$ cat src/hw/cpu_isa_pkg.sv
`default_nettype none

package cpu_isa_pkg;

	// Data and address word
	typedef logic [15:0] word_t;
	// Register index
	typedef logic [3:0] reg_idx_t;

	// Opcode in bits 15..12, unlisted codes act as nop
	typedef enum logic [3:0] {
		OP_ADD = 4'd0,
		OP_SUB = 4'd1,
		OP_XOR = 4'd2,
		OP_SLL = 4'd3,
		OP_SRA = 4'd4,
		OP_LLI = 4'd5,
		OP_LW  = 4'd8,
		OP_SW  = 4'd9,
		OP_B   = 4'd12,
		OP_HLT = 4'd15
	} opcode_e;

	// ALU operation, PASSB forwards operand b
	typedef enum logic [2:0] {
		ALU_ADD   = 3'd0,
		ALU_SUB   = 3'd1,
		ALU_XOR   = 3'd2,
		ALU_SLL   = 3'd3,
		ALU_SRA   = 3'd4,
		ALU_PASSB = 3'd5
	} alu_op_e;

	// Branch condition in bits 11..9, codes 4..6 never taken
	typedef enum logic [2:0] {
		COND_EQ = 3'd0,
		COND_NE = 3'd1,
		COND_LT = 3'd2,
		COND_GE = 3'd3,
		COND_AL = 3'd7
	} cond_e;

	typedef struct packed {
		logic n;
		logic z;
		logic v;
	} flags_t;

	// Data memory depth in words
	localparam int DMEM_WORDS = 256;

endpackage

`default_nettype wire

$ cat src/hw/cpu_pipe_pkg.sv
`default_nettype none

package cpu_pipe_pkg;

	import cpu_isa_pkg::*;

	// Fetch to decode
	typedef struct packed {
		logic  valid;
		word_t instr;
		word_t pc_plus2;
	} fd_t;

	// Decode to execute
	typedef struct packed {
		logic     valid;
		reg_idx_t rd;
		word_t    a;
		word_t    b;
		word_t    store_data;
		alu_op_e  alu_op;
		logic     set_flags;
		logic     mem_read;
		logic     mem_write;
		logic     reg_write;
	} de_t;

	// Execute to memory
	typedef struct packed {
		logic     valid;
		reg_idx_t rd;
		word_t    alu_res;
		word_t    store_data;
		logic     mem_read;
		logic     mem_write;
		logic     reg_write;
	} em_t;

	// Memory to writeback
	typedef struct packed {
		logic     valid;
		reg_idx_t rd;
		word_t    alu_res;
		word_t    load_data;
		// Load data instead of ALU result
		logic     load_sel;
		logic     reg_write;
	} mw_t;

	// One register write as seen from outside
	typedef struct packed {
		logic     valid;
		reg_idx_t rd;
		word_t    data;
	} wb_trace_t;

endpackage

`default_nettype wire

$ cat src/hw/execute_stage.sv
`default_nettype none

module execute_stage import cpu_isa_pkg::*, cpu_pipe_pkg::*; (
	input wire clk,
	input wire arst_n,
	input wire de_t de,
	output flags_t flags,
	output em_t em
);
	word_t res;
	logic ovf;

	// ALU, shifts use the low four bits of b
	always_comb begin
		case (de.alu_op)
			ALU_ADD: res = de.a + de.b;
			ALU_SUB: res = de.a - de.b;
			ALU_XOR: res = de.a ^ de.b;
			ALU_SLL: res = de.a << de.b[3:0];
			ALU_SRA: res = $signed(de.a) >>> de.b[3:0];
			default: res = de.b;
		endcase
	end

	// Signed overflow, none for xor
	always_comb begin
		case (de.alu_op)
			ALU_ADD: ovf = (de.a[15] == de.b[15]) && (res[15] != de.a[15]);
			ALU_SUB: ovf = (de.a[15] != de.b[15]) && (res[15] != de.a[15]);
			default: ovf = 1'b0;
		endcase
	end

	// Flag register, read by decode for branches
	always_ff @(posedge clk or negedge arst_n) begin
		if (!arst_n) begin
			flags <= '0;
		end else if (de.valid && de.set_flags) begin
			flags <= {res[15], res == '0, ovf};
		end
	end

	// Execute/memory register
	always_ff @(posedge clk or negedge arst_n) begin
		if (!arst_n) begin
			em <= '0;
		end else begin
			em.valid      <= de.valid;
			em.rd         <= de.rd;
			em.alu_res    <= res;
			em.store_data <= de.store_data;
			em.mem_read   <= de.mem_read;
			em.mem_write  <= de.mem_write;
			em.reg_write  <= de.reg_write;
		end
	end
endmodule

`default_nettype wire

$ cat config.mk
export PLATFORM = sky130hd
export DESIGN_NAME = execute_stage
export DESIGN_NICKNAME = d
export VERILOG_FILES = /design/src/hw/cpu_isa_pkg.sv /design/src/hw/cpu_pipe_pkg.sv /design/src/hw/execute_stage.sv
export SDC_FILE = /design/constraint.sdc
export NUM_CORES = 1
export LEC_CHECK = 0
export BUFFER_PORTS_ARGS = -buffer_cell sky130_fd_sc_hd__buf_2
export CAP_MARGIN = 5
export CORE_MARGIN = 2
export CORE_UTILIZATION = 60
export CTS_CLUSTER_DIAMETER = 60
export DETAILED_ROUTE_END_ITERATION = 8
export PLACE_DENSITY_LB_ADDON = 0.25
export SLEW_MARGIN = 20
export SYNTH_ARGS = -nofsm -noshare
export SYNTH_HDL_FRONTEND = slang
export SYNTH_SLANG_ARGS = --single-unit
$ cat constraint.sdc
create_clock -name clk -period 1.71 [get_ports clk]
set_input_delay 0.342 -clock clk [delete_from_list [all_inputs] [get_ports clk]]
set_output_delay 0.342 -clock clk [all_outputs]
set_load 0.005 [all_outputs]
==> results of run 1 <==
cell families after synthesis:
family,share of synthesized area (%)
flops,23.0
xor+xnor,6.00
mux,19.1
compound gates,22.3
fa+ha+maj,4.98
buf+inv,6.83
simple gates,17.8
per-stage QoR:
stage | std cells | worst slack [ns] | instance area (sq um) | utilization (%)
3_5_place_dp | 856 | -1.72 | 6520 | 85.3
3_3_place_gp | 856 | -1.60 | 6520 | 85.3
2_1_floorplan | 530 | -1.55 | 4910 | -
4_1_cts | 883 | -1.38 | 7140 | 93.3
timing repair:
| item | 4_1_cts |
|---|---|
| hold buffers | 0 |
| pin swaps | 38 |
| setup buffers | 22 |
| endpoints found under the setup margin | 19 |
| resized for setup | 74 |
| gates cloned | 1 |
==> results.json, run 1 <==
{
  "synth-seq-cells": 43,
  "die_h_um": 92.3,
  "synth_area_leaders": "dfrtp_1, mux2i_1, mux4_2, ha_1, xnor2_1",
  "hpwlAfterDp_um": 15400,
  "io_buffers": 104,
  "root_buffer": "clkbuf_8",
  "fp-row-count": 32,
  "cts_buffers": 5,
  "syn_nets": 610,
  "synth_top_area_cell": "dfrtp_1",
  "cts.sinks": 43,
  "syn_inst": 530,
  "ys_warn_count": 0,
  "error": "[ERROR DPL-0038] Utilization greater than 100%, impossible to legalize",
  "status": "aborted with a tool error",
  "htreeDepth": 2,
  "synth_most_common_cell": "nor2_1",
  "synth_area_per_cell_sq_um": 8.82,
  "start_util_pct": 61.1,
  "crit_endpoint": "flags[1]$_DFFE_PN0P_/D",
  "synth_top_area_share_pct": 23.0,
  "synth_ff_type": "dfrtp_1",
  "ys_types": 78,
  "async_reset_ff_share_pct": 100,
  "grt_start_max_net_pins": 28,
  "ctsLongestPathBuffers": 2,
  "haltStage": "global routing (5_1_grt)",
  "netlist_area_sq_um": 4670,
  "endpoint_type": "sequential cell input",
  "ys_seq_area_share_pct": 23.0,
  "die_w_um": 92.3,
  "pin_count": 105,
  "ys_top_cells_by_count": "nor2_1, dfrtp_1, mux2i_1",
  "gp_congestion": 1.09,
  "synth_edf_count": 0
}
==> run 2: changes to the inputs <==
--- a/config.mk
+++ b/config.mk
@@ -8,10 +8,9 @@
 export BUFFER_PORTS_ARGS = -buffer_cell sky130_fd_sc_hd__buf_2
 export CAP_MARGIN = 5
 export CORE_MARGIN = 2
-export CORE_UTILIZATION = 60
-export CTS_CLUSTER_DIAMETER = 60
+export CORE_UTILIZATION = 40
 export DETAILED_ROUTE_END_ITERATION = 8
-export PLACE_DENSITY_LB_ADDON = 0.25
+export PLACE_DENSITY_LB_ADDON = 0.15
 export SLEW_MARGIN = 20
 export SYNTH_ARGS = -nofsm -noshare
 export SYNTH_HDL_FRONTEND = slang
==> results.json, run 2 <==
{
  "r2r_start": "flags[2]$_DFFE_PN0P_",
  "antenna_found_initial": 0,
  "synthXorXnorAreaFrac_pct": 6.00,
  "tightest_slew_ns": 0.486,
  "grtUsageTotal_pct": 31.0,
  "finalSetupTns_ns": -16.83,
  "cp.arrival_ns": 3.43,
  "area_growth_pct": 60.2,
  "fin_total_pwr_uw": 4590,
  "layout.nets": 875,
  "final_cell_mix": "buf_4, buf_2, nor2_1",
  "netlist_area_sq_um": 4670,
  "regMostFlops": "em",
  "drc": 0,
  "viasPerCell": 5.80,
  "slowest_stage": "or4_1",
  "fill_cells": 965,
  "syn_nets": 610,
  "synth_compound_area_share_pct": 22.3,
  "critPathMaxFanout": 5,
  "die_w_um": 112,
  "synth_mux_area_share_pct": 19.1,
  "tritoncts": "done",
  "vias": 5447,
  "routed_wl_um": 19700,
  "synth_top_area_share_pct": 23.0,
  "gr-total-overflow": 0,
  "async_reset_ff_share_pct": 100,
  "synth_fa_ha_area_share_pct": 4.98,
  "ys_seq_area_share_pct": 23.0,
  "setup_viol": 19,
  "synth_edf_count": 0,
  "die-area_sq_um": 12600,
  "end_kind": "register",
  "fin_crit_sh_pct": 188,
  "root_buffer": "clkbuf_16",
  "grt_pass1_wl_um": 30500,
  "synth-seq-cells": 43,
  "hold_viol_final": 0,
  "startpoint_type": "input pin",
  "path_cells": "buf_12 > buf_8 > nor3_4 > nand2b_1 > nor3_2 > a21oi_2 > xnor2_1 > ha_1 > a21o_1 > a21oi_4 > buf_6 > o21ba_4 > a21oi_4 > o211ai_1 > nand3_4 > or4_1 > o21ai_1",
  "cts_buffers": 5,
  "violations": "setup timing",
  "largest_reg_flops": 40,
  "gp_congestion": 0.928,
  "clock_skew_ns": 0,
  "rsz0062_at_grt": "true",
  "wire_per_inst_um": 21.0,
  "die_h_um": 112,
  "synth_ff_type": "dfrtp_1",
  "n_antenna_cell": 0,
  "fp-row-count": 39,
  "synth_top_family_by_area": "compound AO/OA/AOI/OAI gates",
  "synth_top_area_cell": "dfrtp_1",
  "p_per_area_nw_per_um2": 613,
  "hold_path_depth": 1,
  "reg_top3": "em x40, flags x3",
  "yosys.area_share.simple_pct": 17.8,
  "clkTransAtPathRegs_ns": 0.07,
  "syn_inst": 530,
  "coreArea_sq_um": 11400,
  "dr.first_iter.drc_count": 462,
  "grt_start_max_net_pins": 27,
  "slowest_delay_ns": 0.41,
  "ys_top_cells_by_count": "nor2_1, dfrtp_1, mux2i_1",
  "setup_slack_ns": -1.50,
  "cellLeakagePower_uw": 0.00343,
  "rr_worst_depth": 1,
  "grt_pass1_vias": 5348,
  "min_from": "de[20]",
  "maxCapViolCount": 0,
  "hpwlAfterDp_um": 15100,
  "hold_ws_ns": 0.152,
  "synth_area_leaders": "dfrtp_1, mux2i_1, mux4_2, ha_1, xnor2_1",
  "ys_types": 78,
  "ys_warn_count": 0,
  "layout-drive-gt1-share_pct": 52.6,
  "cts.sinks": 43,
  "status": "finished, violations left",
  "pin_count": 105,
  "ctsLongestPathBuffers": 2,
  "max_freq_ghz": 0.311,
  "start_util_pct": 40.9,
  "vdd_drop_max_uv": 625,
  "drv_slew": 0,
  "r2r_end": "flags[2]$_DFFE_PN0P_",
  "synth_area_per_cell_sq_um": 8.82,
  "hp-class": "in2reg",
  "fin_util_pct": 65.5,
  "hold_end": "em[16]$_DFF_PN0_",
  "htreeDepth": 2,
  "first_pass_iters": 5,
  "cp_common_cell": "a21oi_4",
  "antenna_left": 0,
  "rrSetupSlack_ns": 0.97,
  "io_buffers": 104,
  "final_common_cell": "buf_4",
  "synth_most_common_cell": "nor2_1",
  "critPathKind": "in2reg",
  "slew_headroom_pct": 67.2,
  "critPathRequiredTime_ns": 1.93,
  "finalCriticalPeriod_ns": 3.21,
  "insertion_delay_ns": 0.29
}
run 2: cell counts after synthesis:
Identical to the previous run, type by type.
run 2: kinds of logic after synthesis:
logic type	after synthesis
buffers and inverters	63
flip-flops	43
multiplexers	63
adder cells (fa/ha/maj)	18
AND/OR/NAND/NOR	164
XOR/XNOR	32
AO/OA/AOI/OAI	147
run 2: metal layers:
layer | wire length, um | global-route usage [%] | vias up | part of all wire, %
met2 | 9230 | 50.0 | 267 | 47
met4 | 636 | 10.8 | 0 | 3.2
li1 | - | - | 2522 | -
met1 | 8510 | 42.7 | 2616 | 43
met5 | 0 | 0 | - | 0
met3 | 1320 | 4.64 | 42 | 6.7
run 2: final cells by class:
class | count | area [sq um] | share of cell area [%]
clock inverters | 3 | 23.8 | 0.318
flip-flops and latches | 43 | 1080 | 14.4
well taps | 143 | 179 | 2.39
clock buffers | 5 | 125 | 1.67
multi-input cells | 424 | 3750 | 50.1
repair buffers | 306 | 2270 | 30.3
inverters | 15 | 63.8 | 0.853
run 2: where the power goes:
part,switching (uW),leakage (uW),total (uW),internal (uW)
sequential,21.7,0.000509,1130,1110
clock,410,0.0000664,956,546
combinational,1220,0.00285,2500,1280
total,1650,0.00343,4590,2930
run 2: worst max-delay path by stage:
stage	slack (ns)	endpoint	from	cells past startpoint
floorplan	-1.55	flags[1]$_DFFE_PN0P_	de[25]	17
global placement	-1.69	flags[1]$_DFFE_PN0P_	de[25]	17
detailed placement	-1.74	flags[1]$_DFFE_PN0P_	de[26]	16
CTS	-1.35	flags[1]$_DFFE_PN0P_	de[27]	16
global route	-1.66	flags[1]$_DFFE_PN0P_	de[25]	17
finish	-1.50	flags[1]$_DFFE_PN0P_	de[25]	17
run 2: timing repair:
item | 4_1_cts | 5_1_grt
pin swaps | 34 | 31
resized for setup | 66 | 32
setup buffers | 13 | 16
hold endpoints to repair | 9 | 0
endpoints found under the setup margin | 19 | 19
gates cloned | 2 | 0
hold buffers | 1 | 0
run 2: worst max-delay path, delay by kind of cell:
family,cells,cell delay [ns]
AOI/OAI and AO/OA,7,1.22
and+or+nand+nor,5,1.07
buffers and inverters,3,0.36
adders and majority gates,1,0.29
xor gates and xnor gates,1,0.13
run 2: through the flow:
stage	cells	setup WS [ns]	area, sq um
3_3_place_gp	908	-1.69	6650
4_1_cts	929	-1.35	7250
5_1_grt	939	-1.66	7480
3_5_place_dp	908	-1.74	6650
6_report	939	-1.50	7480
2_1_floorplan	530	-1.55	4910
Power figures use the tool's default switching activity.
==> run 3: changes to the inputs <==
--- a/config.mk
+++ b/config.mk
@@ -10,7 +10,9 @@
 export CORE_MARGIN = 2
 export CORE_UTILIZATION = 40
 export DETAILED_ROUTE_END_ITERATION = 8
+export MAX_ROUTING_LAYER = met4
 export PLACE_DENSITY_LB_ADDON = 0.15
+export REMOVE_ABC_BUFFERS = 1
 export SLEW_MARGIN = 20
 export SYNTH_ARGS = -nofsm -noshare
 export SYNTH_HDL_FRONTEND = slang
==> results.json, run 3 (synthesis results as in run 2) <==
{
  "ff_latch_area_sq_um": 1080,
  "start_util_pct": 40.9,
  "p_sw_uw": 1630,
  "cts_buffers": 5,
  "clkTransAtPathRegs_ns": 0.06,
  "seq_power_share_pct": 23.9,
  "hold_viol_final": 0,
  "coreArea_sq_um": 11400,
  "hpwlAfterDp_um": 14500,
  "fin_crit_sh_pct": 187,
  "ctsLongestPathBuffers": 2,
  "critPathMaxFanout": 5,
  "fin_total_pwr_uw": 4750,
  "drv_slew": 0,
  "area_growth_pct": 64.4,
  "wire_per_inst_um": 20.4,
  "grt_pass1_wl_um": 29800,
  "regMostFlops": "em",
  "grtUsageTotal_pct": 31.1,
  "hold_path_depth": 1,
  "rsz0062_at_grt": "true",
  "max_freq_ghz": 0.313,
  "antenna_left": 0,
  "n_antenna_cell": 0,
  "grt_start_max_net_pins": 43,
  "p_per_area_nw_per_um2": 618,
  "layout-drive-gt1-share_pct": 54.6,
  "routed_wl_um": 19500,
  "die_w_um": 112,
  "fp-row-count": 39,
  "die_h_um": 112,
  "first_pass_iters": 5,
  "clock_skew_ns": 0,
  "hp-class": "in2reg",
  "io_buffers": 104,
  "largest_reg_flops": 40,
  "setup_viol": 19,
  "startpoint_type": "input pin",
  "vias": 5498,
  "status": "finished, violations left",
  "root_buffer": "clkbuf_16",
  "setup_slack_ns": -1.48,
  "power_frac_comb_pct": 54.3,
  "p_int_uw": 3120,
  "die-area_sq_um": 12600,
  "pin_count": 105,
  "violations": "setup timing",
  "end_kind": "register",
  "cp.arrival_ns": 3.40,
  "multi_input_area_sq_um": 3800,
  "cts.sinks": 43,
  "critPathRequiredTime_ns": 1.92,
  "fin_cells": 955,
  "cellLeakagePower_uw": 0.00352,
  "tritoncts": "done",
  "htreeDepth": 2,
  "drc": 0,
  "dr.first_iter.drc_count": 404,
  "dpl.cell_count": 912,
  "insertion_delay_ns": 0.28,
  "fill_cells": 911,
  "rr_worst_depth": 1,
  "vdd_drop_max_uv": 782,
  "viasPerCell": 5.76,
  "tightest_slew_ns": 0.718,
  "final_common_cell": "buf_4",
  "finalCriticalPeriod_ns": 3.19,
  "gr-total-overflow": 0,
  "reg_top3": "em x40, flags x3",
  "grt_pass1_vias": 5584,
  "layout.nets": 891,
  "gp_congestion": 1.04,
  "slew_headroom_pct": 50.9,
  "critPathKind": "in2reg",
  "pwr-share-clk_pct": 21.9,
  "maxCapViolCount": 0,
  "final_cell_mix": "buf_4, buf_2, nor2_1",
  "p_sw_share_pct": 34.4,
  "antenna_found_initial": 0
}
## run 3: what timing repair did
| item | 4_1_cts | 5_1_grt |
|---|---|---|
| endpoints found under the hold margin | 11 | 0 |
| cloned | 1 | 0 |
| buffers inserted | 33 | 10 |
| gates resized for setup | 127 | 39 |
| endpoints found under the setup margin | 19 | 19 |
| hold buffers | 1 | 0 |
| pin swaps | 65 | 39 |
## run 3: stage by stage
step / TNS, ns / util [%] / area (sq um) / hold WS [ns] / worst slack [ns]
after global placement: -25.86 / 56.9 / 6500 / 0.288 / -1.90
after floorplan: -21.24 / - / 4410 / 0.0464 / -1.85
after global routing: -19.04 / 67.3 / 7680 / 0.151 / -1.66
final: -17.29 / 67.3 / 7680 / 0.167 / -1.48
after CTS: -16.12 / 65.5 / 7480 / 0.162 / -1.35
after detailed placement: -26.53 / 56.9 / 6500 / 0.298 / -1.92
## run 3: final cells by class
| type | count | share of cell area, % |
|---|---|---|
| Timing Repair Buffer | 322 | 31.2 |
| Inverter | 15 | 0.814 |
| Multi-Input combinational cell | 424 | 49.5 |
| Clock buffer | 5 | 1.63 |
| Sequential cell | 43 | 14.0 |
| Clock inverter | 3 | 0.570 |
| Tap cell | 143 | 2.33 |
## run 3: layer usage
| layer | part of all wire [%] | global-route usage, % | routed length, um | up-vias |
|---|---|---|---|---|
| met3 | 8.2 | 5.94 | 1610 | 58 |
| met1 | 39 | 37.6 | 7690 | 2621 |
| met5 | 0 | - | 0 | - |
| met4 | 4.1 | 11.8 | 801 | 0 |
| li1 | - | - | - | 2549 |
| met2 | 48 | 51.6 | 9410 | 270 |
## run 3: power by group through the flow
| stage | Combinational (uW) | Clock [uW] | Sequential (uW) |
|---|---|---|---|
| 2_1_floorplan | 878 | 0 | 1170 |
| 3_3_place_gp | 1980 | 0 | 1150 |
| 3_5_place_dp | 2000 | 0 | 1150 |
| 4_1_cts | 2410 | 1060 | 1130 |
| 5_1_grt | 2740 | 1100 | 1140 |
| 6_report | 2580 | 1040 | 1130 |
## run 3: worst max-delay path, cell delays in order
cell and delay (ns):
buf_6 0.10, nor2_4 0.10, and2_4 0.23, buf_6 0.15, a21oi_1 0.05, xnor2_1 0.13
ha_1 0.32, o21ai_2 0.21, o21bai_1 0.13, or2_4 0.30, a211oi_2 0.25, mux2i_1 0.31
o211ai_1 0.14, or4_1 0.51, o21ai_1 0.12
## run 3: worst paths after layout
check,start,to,slack [ns]
worst min register to register,flags[2]$_DFFE_PN0P_,flags[2]$_DFFE_PN0P_,0.50
worst min-delay path,de[11],em[7]$_DFF_PN0_,0.17
worst max register to register,flags[2]$_DFFE_PN0P_,flags[2]$_DFFE_PN0P_,0.97
max in group asynchronous,arst_n,em[29]$_DFF_PN0_,0.66
worst max-delay path,de[5],flags[1]$_DFFE_PN0P_,-1.48
min in group asynchronous,arst_n,em[17]$_DFF_PN0_,0.53
